[src/include/alu_config.svh]
/*
 * Size and flag layout constants for the ALU.
 * Included by the package, the RTL and the testbench.
 */
`ifndef ALU_CONFIG_SVH
`define ALU_CONFIG_SVH

// Datapath widths
`define ALU_WIDTH      16 // Full word
`define ALU_BYTE_WIDTH 8  // Byte-size operations use the low byte

// Operation code width, wide enough for all ops
`define ALU_OP_BITS    5

// Condition codes, X N Z V C
`define ALU_CCR_BITS   5

// Bit positions inside the flag vector
`define ALU_CF 0 // Carry
`define ALU_VF 1 // Overflow
`define ALU_ZF 2 // Zero
`define ALU_NF 3 // Negative
`define ALU_XF 4 // Extend

`endif

[src/hw/aluPkg.sv]
/*
 * Shared types for the ALU: the operation code and the flag vector.
 * Modules take them with a wildcard import in the module header.
 */
`default_nettype none

`include "alu_config.svh"

package aluPkg;

	// Operation codes as presented by the host
	typedef enum logic [`ALU_OP_BITS-1:0] {
		opAnd,   // Logic group
		opOr,
		opEor,
		opAdd,   // Adder group, sub is D - A
		opAddx,  // X as carry in, sticky Z
		opSub,
		opSubx,  // X as borrow in, sticky Z
		opLsl,   // Shift group, one bit on A
		opLsr,
		opAsl,
		opAsr,
		opRol,   // Rotates leave X alone
		opRor,
		opRoxl,  // Rotate through X
		opRoxr
	} aluOp_t;

	// Flag vector X N Z V C
	// Index with the ALU_*F position macros
	typedef logic [`ALU_CCR_BITS-1:0] ccr_t;

endpackage

`default_nettype wire

[src/hw/aluArith.sv]
/*
 * Combinational logic unit and adder/subtractor.
 * Drives the result and flag contributions for AND/OR/EOR and the ADD/SUB family;
 * the merge stage picks these up when arithHit is set.
 */
`timescale 1ns/100ps
`default_nettype none

`include "alu_config.svh"

module aluArith import aluPkg::*; (
	input  aluOp_t                op,
	input  logic                  isByte,
	input  logic [`ALU_WIDTH-1:0] aOperand,
	input  logic [`ALU_WIDTH-1:0] dOperand,
	input  logic                  xIn,       // Registered X flag
	output logic                  arithHit,
	output logic [`ALU_WIDTH-1:0] arithResult,
	output logic                  arithNeg,
	output logic                  arithZero,
	output logic                  arithCarry,
	output logic                  arithOverflow,
	output logic                  arithSetsX,
	output logic                  stickyZ
);

	localparam int W  = `ALU_WIDTH;
	localparam int BW = `ALU_BYTE_WIDTH;

	logic          isLogic, isAddSub, isAdd;
	logic          carryIn;
	logic [W:0]    wordSum;    // Extra bit holds carry or borrow
	logic [BW:0]   byteSum;
	logic [W-1:0]  rawResult;  // Before size masking
	logic          resMsb, dMsb, aMsb;

	// Op group decode
	assign isLogic  = (op == opAnd) || (op == opOr) || (op == opEor);
	assign isAdd    = (op == opAdd) || (op == opAddx);
	assign isAddSub = isAdd || (op == opSub) || (op == opSubx);
	assign stickyZ  = (op == opAddx) || (op == opSubx);
	assign carryIn  = stickyZ ? xIn : 1'b0; // Only X variants chain
	assign arithHit = isLogic || isAddSub;

	// Both widths computed, size picks one
	always_comb begin
		if (isAdd) begin
			wordSum = {1'b0, dOperand} + {1'b0, aOperand} + carryIn;
			byteSum = {1'b0, dOperand[BW-1:0]} + {1'b0, aOperand[BW-1:0]} + carryIn;
		end else begin
			wordSum = {1'b0, dOperand} - {1'b0, aOperand} - carryIn; // D minus A
			byteSum = {1'b0, dOperand[BW-1:0]} - {1'b0, aOperand[BW-1:0]} - carryIn;
		end
	end

	always_comb begin
		case (op)
			opAnd:   rawResult = aOperand & dOperand;
			opOr:    rawResult = aOperand | dOperand;
			opEor:   rawResult = aOperand ^ dOperand;
			default: rawResult = wordSum[W-1:0]; // Low byte matches byteSum
		endcase
	end

	// Upper byte cleared in byte mode
	assign arithResult = isByte ? {{(W-BW){1'b0}}, rawResult[BW-1:0]} : rawResult;

	// Sign bits at the size boundary
	assign resMsb = isByte ? rawResult[BW-1] : rawResult[W-1];
	assign dMsb   = isByte ? dOperand[BW-1]  : dOperand[W-1];
	assign aMsb   = isByte ? aOperand[BW-1]  : aOperand[W-1];

	assign arithNeg  = resMsb;
	assign arithZero = isByte ? ~|rawResult[BW-1:0] : ~|rawResult;

	always_comb begin
		arithCarry    = 1'b0;  // Logic ops clear C and V
		arithOverflow = 1'b0;
		arithSetsX    = 1'b0;
		if (isAddSub) begin
			arithCarry = isByte ? byteSum[BW] : wordSum[W];
			arithSetsX = 1'b1; // X follows C
			// Add: like signs in, other sign out. Sub: unlike signs in, D sign lost
			if (isAdd)
				arithOverflow = (aMsb == dMsb) && (resMsb != dMsb);
			else
				arithOverflow = (aMsb != dMsb) && (resMsb != dMsb);
		end
	end

endmodule

`default_nettype wire

[src/hw/aluShifter.sv]
/*
 * Combinational one-bit shift and rotate unit working on operand A.
 * Picks direction and fill per op and reports carry-out, ASL overflow and
 * whether X takes the bit shifted out.
 */
`timescale 1ns/100ps
`default_nettype none

`include "alu_config.svh"

module aluShifter import aluPkg::*; (
	input  aluOp_t                op,
	input  logic                  isByte,
	input  logic [`ALU_WIDTH-1:0] aOperand,
	input  logic                  xIn,       // Fill for ROXL/ROXR
	output logic                  shiftHit,
	output logic [`ALU_WIDTH-1:0] shiftResult,
	output logic                  shiftNeg,
	output logic                  shiftZero,
	output logic                  shiftCarry,
	output logic                  shiftOverflow,
	output logic                  shiftSetsX
);

	localparam int W  = `ALU_WIDTH;
	localparam int BW = `ALU_BYTE_WIDTH;

	logic          rightDir;
	logic          fillBit;
	logic          srcMsb;     // Top bit at the size boundary
	logic          srcLsb;
	logic          newMsb;
	logic [W-1:0]  shifted;

	assign srcMsb = isByte ? aOperand[BW-1] : aOperand[W-1];
	assign srcLsb = aOperand[0];

	// Group and direction decode
	always_comb begin
		shiftHit = 1'b1;
		rightDir = 1'b0;
		case (op)
			opLsl, opAsl, opRol, opRoxl: rightDir = 1'b0;
			opLsr, opAsr, opRor, opRoxr: rightDir = 1'b1;
			default:                     shiftHit = 1'b0; // Not a shift
		endcase
	end

	// Bit entering the vacated end
	always_comb begin
		case (op)
			opAsr:        fillBit = srcMsb;  // Sign extend
			opRol:        fillBit = srcMsb;  // Wrap around
			opRor:        fillBit = srcLsb;
			opRoxl,
			opRoxr:       fillBit = xIn;     // Through X
			default:      fillBit = 1'b0;    // LSL, LSR, ASL
		endcase
	end

	always_comb begin
		if (rightDir) begin
			shifted = {1'b0, aOperand[W-1:1]};
			// Fill lands at bit 7 or bit 15 depending on size
			if (isByte)
				shifted[BW-1] = fillBit;
			else
				shifted[W-1] = fillBit;
		end else begin
			shifted = {aOperand[W-2:0], fillBit};
		end
	end

	// Clear the upper byte for byte ops
	assign shiftResult = isByte ? {{(W-BW){1'b0}}, shifted[BW-1:0]} : shifted;

	assign newMsb    = isByte ? shifted[BW-1] : shifted[W-1];
	assign shiftNeg  = newMsb;
	assign shiftZero = isByte ? ~|shifted[BW-1:0] : ~|shifted;

	// Bit shifted out goes to C
	assign shiftCarry = rightDir ? srcLsb : srcMsb;

	// ASL flags a sign change, every other shift clears V
	assign shiftOverflow = (op == opAsl) ? (srcMsb ^ newMsb) : 1'b0;

	// Plain rotates keep X
	assign shiftSetsX = shiftHit && (op != opRol) && (op != opRor);

endmodule

`default_nettype wire

[src/hw/aluFlagMerge.sv]
/*
 * Result and condition-code stage. Chooses between the logic/adder unit and
 * the shifter by their hit bits, forms the new X N Z V C, and registers result,
 * flags and done. The registered flags feed X back to both units.
 */
`timescale 1ns/100ps
`default_nettype none

`include "alu_config.svh"

module aluFlagMerge import aluPkg::*; (
	input  logic                  clk,
	input  logic                  reset,
	input  logic                  start,          // Op valid this cycle
	input  logic                  ccrLoad,        // Direct flag load strobe
	input  ccr_t                  ccrIn,

	// Logic/adder unit
	input  logic                  arithHit,
	input  logic [`ALU_WIDTH-1:0] arithResult,
	input  logic                  arithNeg,
	input  logic                  arithZero,
	input  logic                  arithCarry,
	input  logic                  arithOverflow,
	input  logic                  arithSetsX,
	input  logic                  stickyZ,

	// Shifter
	input  logic                  shiftHit,
	input  logic [`ALU_WIDTH-1:0] shiftResult,
	input  logic                  shiftNeg,
	input  logic                  shiftZero,
	input  logic                  shiftCarry,
	input  logic                  shiftOverflow,
	input  logic                  shiftSetsX,

	output logic [`ALU_WIDTH-1:0] result,
	output ccr_t                  ccr,
	output logic                  done
);

	logic [`ALU_WIDTH-1:0] selResult;
	logic                  selNeg, selZero, selCarry, selOverflow, selSetsX;
	logic                  anyHit;
	ccr_t                  nextCcr;

	assign anyHit = arithHit || shiftHit;

	// Source select, no op decode here
	always_comb begin
		selResult   = '0;
		selNeg      = 1'b0;
		selZero     = 1'b0;
		selCarry    = 1'b0;
		selOverflow = 1'b0;
		selSetsX    = 1'b0;
		if (shiftHit) begin
			selResult   = shiftResult;
			selNeg      = shiftNeg;
			selZero     = shiftZero;
			selCarry    = shiftCarry;
			selOverflow = shiftOverflow;
			selSetsX    = shiftSetsX;
		end else if (arithHit) begin
			selResult   = arithResult;
			selNeg      = arithNeg;
			selZero     = arithZero;
			selCarry    = arithCarry;
			selOverflow = arithOverflow;
			selSetsX    = arithSetsX;
		end
	end

	// New flags from the chosen unit
	always_comb begin
		nextCcr = ccr; // Unknown op leaves flags alone
		if (anyHit) begin
			nextCcr[`ALU_NF] = selNeg;
			nextCcr[`ALU_VF] = selOverflow;
			nextCcr[`ALU_CF] = selCarry;
			// ADDX/SUBX only clear Z, so multiword zero tests work
			if (arithHit && stickyZ)
				nextCcr[`ALU_ZF] = ccr[`ALU_ZF] & selZero;
			else
				nextCcr[`ALU_ZF] = selZero;
			nextCcr[`ALU_XF] = selSetsX ? selCarry : ccr[`ALU_XF];
		end
	end

	always_ff @(posedge clk) begin
		if (reset) begin
			result <= '0;
			ccr    <= '0;
			done   <= 1'b0;
		end else begin
			done <= start; // One cycle after start
			if (start)
				result <= selResult;
			// Host load beats the op's flags
			if (ccrLoad)
				ccr <= ccrIn;
			else if (start)
				ccr <= nextCcr;
		end
	end

endmodule

`default_nettype wire

[src/hw/aluTop.sv]
/*
 * ALU top level. The logic/adder unit and the shifter run side by side on
 * the host operands; the merge stage registers the winner one cycle later.
 */
`timescale 1ns/100ps
`default_nettype none

`include "alu_config.svh"

module aluTop import aluPkg::*; (
	input  logic                  clk,
	input  logic                  reset,
	input  logic                  start,
	input  aluOp_t                op,
	input  logic                  isByte,
	input  logic [`ALU_WIDTH-1:0] aOperand,  // Shift source, subtrahend
	input  logic [`ALU_WIDTH-1:0] dOperand,  // Minuend
	input  logic                  ccrLoad,
	input  ccr_t                  ccrIn,
	output logic [`ALU_WIDTH-1:0] result,
	output ccr_t                  ccr,
	output logic                  done
);

	// Logic/adder unit outputs
	logic                  arithHit;
	logic [`ALU_WIDTH-1:0] arithResult;
	logic                  arithNeg, arithZero, arithCarry, arithOverflow;
	logic                  arithSetsX;
	logic                  stickyZ;

	// Shifter outputs
	logic                  shiftHit;
	logic [`ALU_WIDTH-1:0] shiftResult;
	logic                  shiftNeg, shiftZero, shiftCarry, shiftOverflow;
	logic                  shiftSetsX;

	aluArith arith (
		.op, .isByte, .aOperand, .dOperand,
		.xIn(ccr[`ALU_XF]),  // Registered X
		.arithHit, .arithResult, .arithNeg, .arithZero,
		.arithCarry, .arithOverflow, .arithSetsX, .stickyZ
	);

	aluShifter shifter (
		.op, .isByte, .aOperand,
		.xIn(ccr[`ALU_XF]),
		.shiftHit, .shiftResult, .shiftNeg, .shiftZero,
		.shiftCarry, .shiftOverflow, .shiftSetsX
	);

	aluFlagMerge merge (
		.clk, .reset, .start, .ccrLoad, .ccrIn,
		.arithHit, .arithResult, .arithNeg, .arithZero,
		.arithCarry, .arithOverflow, .arithSetsX, .stickyZ,
		.shiftHit, .shiftResult, .shiftNeg, .shiftZero,
		.shiftCarry, .shiftOverflow, .shiftSetsX,
		.result, .ccr, .done
	);

endmodule

`default_nettype wire

[config.mk]
export PLATFORM = sky130hd
export DESIGN_NAME = aluTop
export DESIGN_NICKNAME = d
export VERILOG_FILES = /design/src/hw/aluPkg.sv /design/src/hw/aluArith.sv /design/src/hw/aluShifter.sv /design/src/hw/aluFlagMerge.sv /design/src/hw/aluTop.sv
export VERILOG_INCLUDE_DIRS = /design/src /design/src/include
export SDC_FILE = /design/constraint.sdc
export NUM_CORES = 1
export LEC_CHECK = 0
export BUFFER_PORTS_ARGS = -buffer_cell sky130_fd_sc_hd__buf_2
export CAP_MARGIN = 20
export CORE_MARGIN = 2
export CORE_UTILIZATION = 53
export DETAILED_ROUTE_END_ITERATION = 8
export PLACE_DENSITY = 0.88
export SYNTH_ARGS = -nofsm -noshare
export SYNTH_HDL_FRONTEND = slang
export SYNTH_SLANG_ARGS = --single-unit
export TNS_END_PERCENT = 1
[constraint.sdc]
create_clock -name clk -period 4.1 [get_ports clk]
set_input_delay 0.82 -clock clk [delete_from_list [all_inputs] [get_ports clk]]
set_output_delay 0.82 -clock clk [all_outputs]
set_load 0.005 [all_outputs]
* After elaboration in Yosys (flattened, before gate mapping) *
Cells that the tools add are included.
W data, S select, Z words.

storage, ports and cells
  flip-flop bits (word level) = 22
  output and inout port bits = 22
  word-level logic and storage cells = 109

cells by class
  add/sub/neg operators = 8
  equal/unequal tests = 19
  multiplexer cells = 42
  bitwise operators = 5
  reductions and logical operators = 31

operator list
  operator              number
  $mux W16              5
  $pmux W16 S3          1
  $eq A5 B4 Y1 const B  7
  $reduce_or A16 Y1     2
  $mux W1               30
  $reduce_or A8 Y1      3
  $eq A5 B3 Y1 const B  4
  $add A16 B16 Y17      1
  $add A17 B1 Y17       1
  $mux W17              1
  $sub A16 B16 Y17      1
  $sub A17 B1 Y17       1
  $and A16 B16 Y16      1
  $or A16 B16 Y16       1
  $xor A16 B16 Y16      1
  $mux W5               3
  $eq A5 B2 Y1 const B  2
  $ne A5 B4 Y1 const B  2
  $add A8 B8 Y9         1
  $add A9 B1 Y9         1
  $mux W9               1
  $sub A8 B8 Y9         1
  $sub A9 B1 Y9         1
  $logic_or A1 B1 Y1    8
  other kinds (14)      25

* Longest topological paths before layout *
  word-level depth = 16
  depth in mapped cells = 16
  gate-level depth less buffers = 15

* Modules after synthesis *
From an unflattened synthesis, not the netlist that was laid out.

second synthesis, totals
  cell total of the unflattened synthesis = 629
  area, all modules = 4,450.5 um^2

by module, submodules not included
  module        instances  cells an instance  area an instance (um^2)
  aluArith      1          416                2,901.5
  aluFlagMerge  1          122                1,061.0
  aluShifter    1          91                 488.0

* Least setup slack after synthesis *
No wires, ideal clock.

  path kind = input port to flip-flop
  start = input op[2]
  end = register merge.ccr[0]
  setup time = 0.121 ns
  data arrival time = 3.778 ns
  data required time = 3.979 ns
  slack = 0.201 ns
  cell stages on the path = 14
  cell sequence = clkbuf_1 nor2b_1 nand3_1 inv_1 fa_1 fa_1 a211oi_1 o21ai_1 a2111oi_2 nor3_1 a21o_1 a2111oi_0 a211o_1 o21ai_0

on the way
  word-level cells in the longest chain between the ends = 12
  elaborated cells between the ends (all ways) = 44
  those cells by class = add/sub: 4; eq/ne: 14; mux: 13; reduce/logical: 13

ends and longest elaborated chain
  item                                           RTL line                                        source
  start: declaration                             aluTop.sv:14                                    input aluOp_t op,
  $eq A5 B3 Y1, on equally long branches         aluArith.sv:39, aluArith.sv:41, aluArith.sv:40
  $logic_or A1 B1 Y1                             aluArith.sv:41                                  assign stickyZ = (op == opAddx) || (op == opSubx);
  $mux W1                                        aluArith.sv:42                                  assign carryIn = stickyZ ? xIn : 1'b0;
  $sub A17 B1 Y17, or another cell as far along  aluArith.sv:51                                  wordSum = {1'b0, dOperand} - {1'b0, aOperand} - carryIn;
  $mux W17 / $mux W9 (equally long branches)     aluArith.sv:47                                  if (isAdd) begin
  $mux W1                                        aluArith.sv:81                                  arithCarry = isByte ? byteSum[BW] : wordSum[W];
  $mux W1                                        aluArith.sv:80                                  if (isAddSub) begin
  $mux W1                                        aluFlagMerge.sv:64                              end else if (arithHit) begin
  $mux W1                                        aluFlagMerge.sv:57                              if (shiftHit) begin
  $mux W5                                        aluFlagMerge.sv:77                              if (anyHit) begin
  $mux W5                                        aluFlagMerge.sv:102                             else if (start)
  $mux W5                                        aluFlagMerge.sv:100                             if (ccrLoad)
  end signal: assignment                         aluFlagMerge.sv:101                             ccr <= ccrIn;
  end signal: assignment                         aluFlagMerge.sv:103                             ccr <= nextCcr;
  end: declaration                               aluFlagMerge.sv:38                              output ccr_t ccr,

Several ways; a longest one is shown, not always the timed one. The select of a mux whose other input is x is not followed.
A chain may end at the register's enable or synchronous reset.

* Final worst setup path *
  start = input op[2]
  end = register merge.ccr[2]

on the way
  word-level cells in the longest chain between the ends = 16
  elaborated cells between the ends (all ways) = 58
  those cells by class = add/sub: 2; eq/ne: 14; mux: 17; bitwise: 1; reduce/logical: 24

ends and longest elaborated chain
  item                                                          RTL line                                        source
  $eq A5 B3 Y1, on equally long branches                        aluArith.sv:39, aluArith.sv:41, aluArith.sv:40
  $logic_or A1 B1 Y1                                            aluArith.sv:41
  $mux W1                                                       aluArith.sv:42
  $sub A17 B1 Y17 / $add A17 B1 Y17 (equally long branches)     aluArith.sv:51, aluArith.sv:48
  $mux W17                                                      aluArith.sv:47
  $pmux W16 S3                                                  aluArith.sv:57                                  case (op)
  $reduce_or A16 Y1 / $reduce_or A8 Y1 (equally long branches)  aluArith.sv:74                                  assign arithZero = isByte ? ~|rawResult[BW-1:0] : ~|rawResult;
  $logic_not A1 Y1                                              aluArith.sv:74
  $mux W1                                                       aluArith.sv:74
  $mux W1                                                       aluFlagMerge.sv:64
  $mux W1                                                       aluFlagMerge.sv:57
  $and A1 B1 Y1                                                 aluFlagMerge.sv:83                              nextCcr[`ALU_ZF] = ccr[`ALU_ZF] & selZero;
  $mux W1                                                       aluFlagMerge.sv:82                              if (arithHit && stickyZ)
  $mux W5                                                       aluFlagMerge.sv:77
  $mux W5                                                       aluFlagMerge.sv:102
  $mux W5                                                       aluFlagMerge.sv:100

Several ways; a longest one is shown, not always the timed one. The select of a mux whose other input is x is not followed.

==> reports/qor.yml <==
status:
  status: "finished, final reports clean"
clocking:
  cts_buffers: 3
  h-tree-depth: 1
  cts_root_buf: "clkbuf_8"
  ctsResizeCount: 0
  clock_sinks: 22
  post-cts-setup-buffer-count: 0
  path_clk_slew_ns: 0.08
  holdBufCountCts: 0
  cts_tree: "built"
  cts_buffer_depth: 2
  clk_latency_ns: 0.27
power_and_ir_drop:
  power_per_cell_area_nw_per_um2: 221
  leakage_uw: 0.00227
  worst_ir_drop_vdd_mv: 0.151
  power_uw: 1090
route:
  via_count: 5094
  drc: 0
  finalWirelength_um: 14400
  drtAntennaViolNets: 0
  viasPerCell: 6.42
  wl_per_cell_um: 18.1
  drtIter0Drc: 500
  first_pass_iters: 6
setup_path:
  critPathArrivalTime_ns: 4.10
  startpoint_type: "input port"
  cp.required_ns: 4.27
  critPathMaxFanout: 2
  worstSetupPathType: "input port to flip-flop"
  end_kind: "flip-flop"
final_layout:
  drive_gt1_frac: 0.173
  mostFrequentLayoutCells: "buf_2, ha_1, a21oi_1, nor2_1"
  mostFrequentLayoutCell: "buf_2"
  fin_nets: 807
  finalNonFillerCells: 794
  area_growth_pct: 15.3
  n_antenna_cell: 0
synthesis:
  synth_async_sr_flop_share: 0
  synth_seq_area_share: 0.103
  syn_avg_cell_area_sq_um: 6.95
  yosys-mux-area-fraction: 0.00963
  synthCells: 617
  synth_fa_ha_area_frac: 0.200
  synth_top_family_by_area: "compound AO/OA/AOI/OAI gates"
  synth_simple_gate_area_frac: 0.209
  ys_types: 70
  syn_nets: 730
  yosysWarningCount: 0
  synth_area_sq_um: 4290
  synth_seq_cells: 22
  synthXorXnorAreaFrac: 0.0552
  synth_compound_area_frac: 0.346
  synth_edf_count: 0
  ys.flop_type: "dfxtp_1"
floorplan:
  die_height_um: 93.9
  dieArea_sq_um: 8820
  die_x_um: 93.9
  fp-row-count: 32
  io_pins: 69
  core_sq_um: 7770
  start_util: 0.552
sta:
  clock_skew_ns: 0.00686
  hold_violations: 0
  fin_crit_sh: 0.958
  period_minus_slack_ns: 3.93
  setup_violations: 0
  setup_slack_ns: 0.172
  rsz0062_at_grt: "no"
  tightest_slew_ns: 0.858
  fmax_ghz: 0.255
  slew_headroom: 0.425
  slew_viol_final: 0
global_routing:
  grt_max_degree: 46
  antenna_found_initial: 0
  overflow: 0
  grt_first_pass_wirelength_um: 22400
  grt.total_usage: 0.318
  grt_pass1_vias: 4639
place:
  dp.cells: 791
  pre_cts_ws_ns: -0.0127
  dp_hpwl_um: 11100
  globalplace.congestion: 0.965
  io_buffers: 68
hold_path:
  min_path_type: "flip-flop to flip-flop"
job:
  maxCapViolCount: 0
-- where the power goes --
group	internal (uW)	switching [uW]	leakage, uW	total, uW
Combinational	296	423	0.00206	719
Sequential	227	7.31	0.000181	235
Clock	65.8	73.4	0.0000216	139
Total	589	504	0.00227	1090
-- registers in the layout (all words and copies together), names as in the netlist --
| name | cells |
|---|---|
| merge.ccr | 5 |
| merge.result | 16 |
| merge.done | 1 |
-- cells in the mapped netlist, types with 4 or more instances --
library cell,n,area share
nand4_1,7,0.010
a211oi_1,11,0.019
nor2b_1,5,0.0073
clkbuf_1,21,0.018
o21ai_0,45,0.053
xnor2_1,15,0.031
inv_1,56,0.049
nor2_1,57,0.050
a31oi_1,6,0.0088
a2111oi_0,7,0.014
o21ai_1,8,0.0093
o21bai_1,5,0.0088
o211ai_1,14,0.025
ha_1,62,0.18
fa_1,4,0.019
nand2_1,56,0.049
xor2_1,12,0.025
o22ai_1,14,0.020
a21o_1,5,0.0088
dfxtp_1,22,0.10
o21a_1,9,0.016
o221ai_1,7,0.014
nand3_1,10,0.012
nor3_1,17,0.020
a21oi_1,57,0.067
nor4_1,5,0.0073
nor3b_1,4,0.0070
-- worst max-delay path: stages --
cell	delay [ns]
buf_2	0.09
nor2b_1	0.16
nand3_1	0.14
buf_4	0.16
fa_1	0.37
ha_1	0.23
nor4_1	0.28
a211oi_1	0.20
a221o_1	0.37
a221o_1	0.35
nand3_1	0.11
o31ai_2	0.07
a221oi_2	0.39
o41ai_2	0.14
a31o_1	0.22
-- cell families (layout without fill, tap and decap cells) --
group / count (synthesis) / in the layout
compound gates: 224 / 224
xor+xnor: 27 / 27
buf+inv: 85 / 160
fa+ha+maj: 66 / 66
flops: 22 / 22
simple gates: 189 / 189
mux: 4 / 4
-- stage by stage --
step | util | cell area, sq um | hold slack, ns | TNS (ns)
global route | 0.636 | 4940 | 0.484 | 0
global placement | 0.628 | 4880 | 0.448 | 0
detailed placement | 0.628 | 4880 | 0.452 | -0.0127
CTS | 0.633 | 4920 | 0.465 | 0
finish | 0.636 | 4940 | 0.465 | 0
floorplan | - | 4290 | 0.458 | 0
-- final cells by class --
class,instances,area [sq um]
Sequential cell,22,440
Fill cell,724,2820
Multi-Input combinational cell,510,3540
Clock buffer,3,41.3
Inverter,56,210
Tap cell,102,128
Timing Repair Buffer,101,588
-- worst paths after layout --
path | slack [ns] | to | startpoint | cells after the start
setup / recovery | 0.17 | merge.ccr[2] | op[2] | 15
hold / removal | 0.47 | merge.result[11] | merge.result[11] | 2
setup reg to reg | 0.59 | merge.ccr[2] | merge.ccr[4] | 13
hold reg to reg | 0.47 | merge.result[11] | merge.result[11] | 2
-- layer usage --
metal / routed length (um) / GRT usage
met1: 5640 / 0.405
met2: 6700 / 0.545
met3: 1380 / 0.0393
met4: 650 / 0.120
met5: 0 / 0
Note: power is estimated with default switching activity, not from simulation.
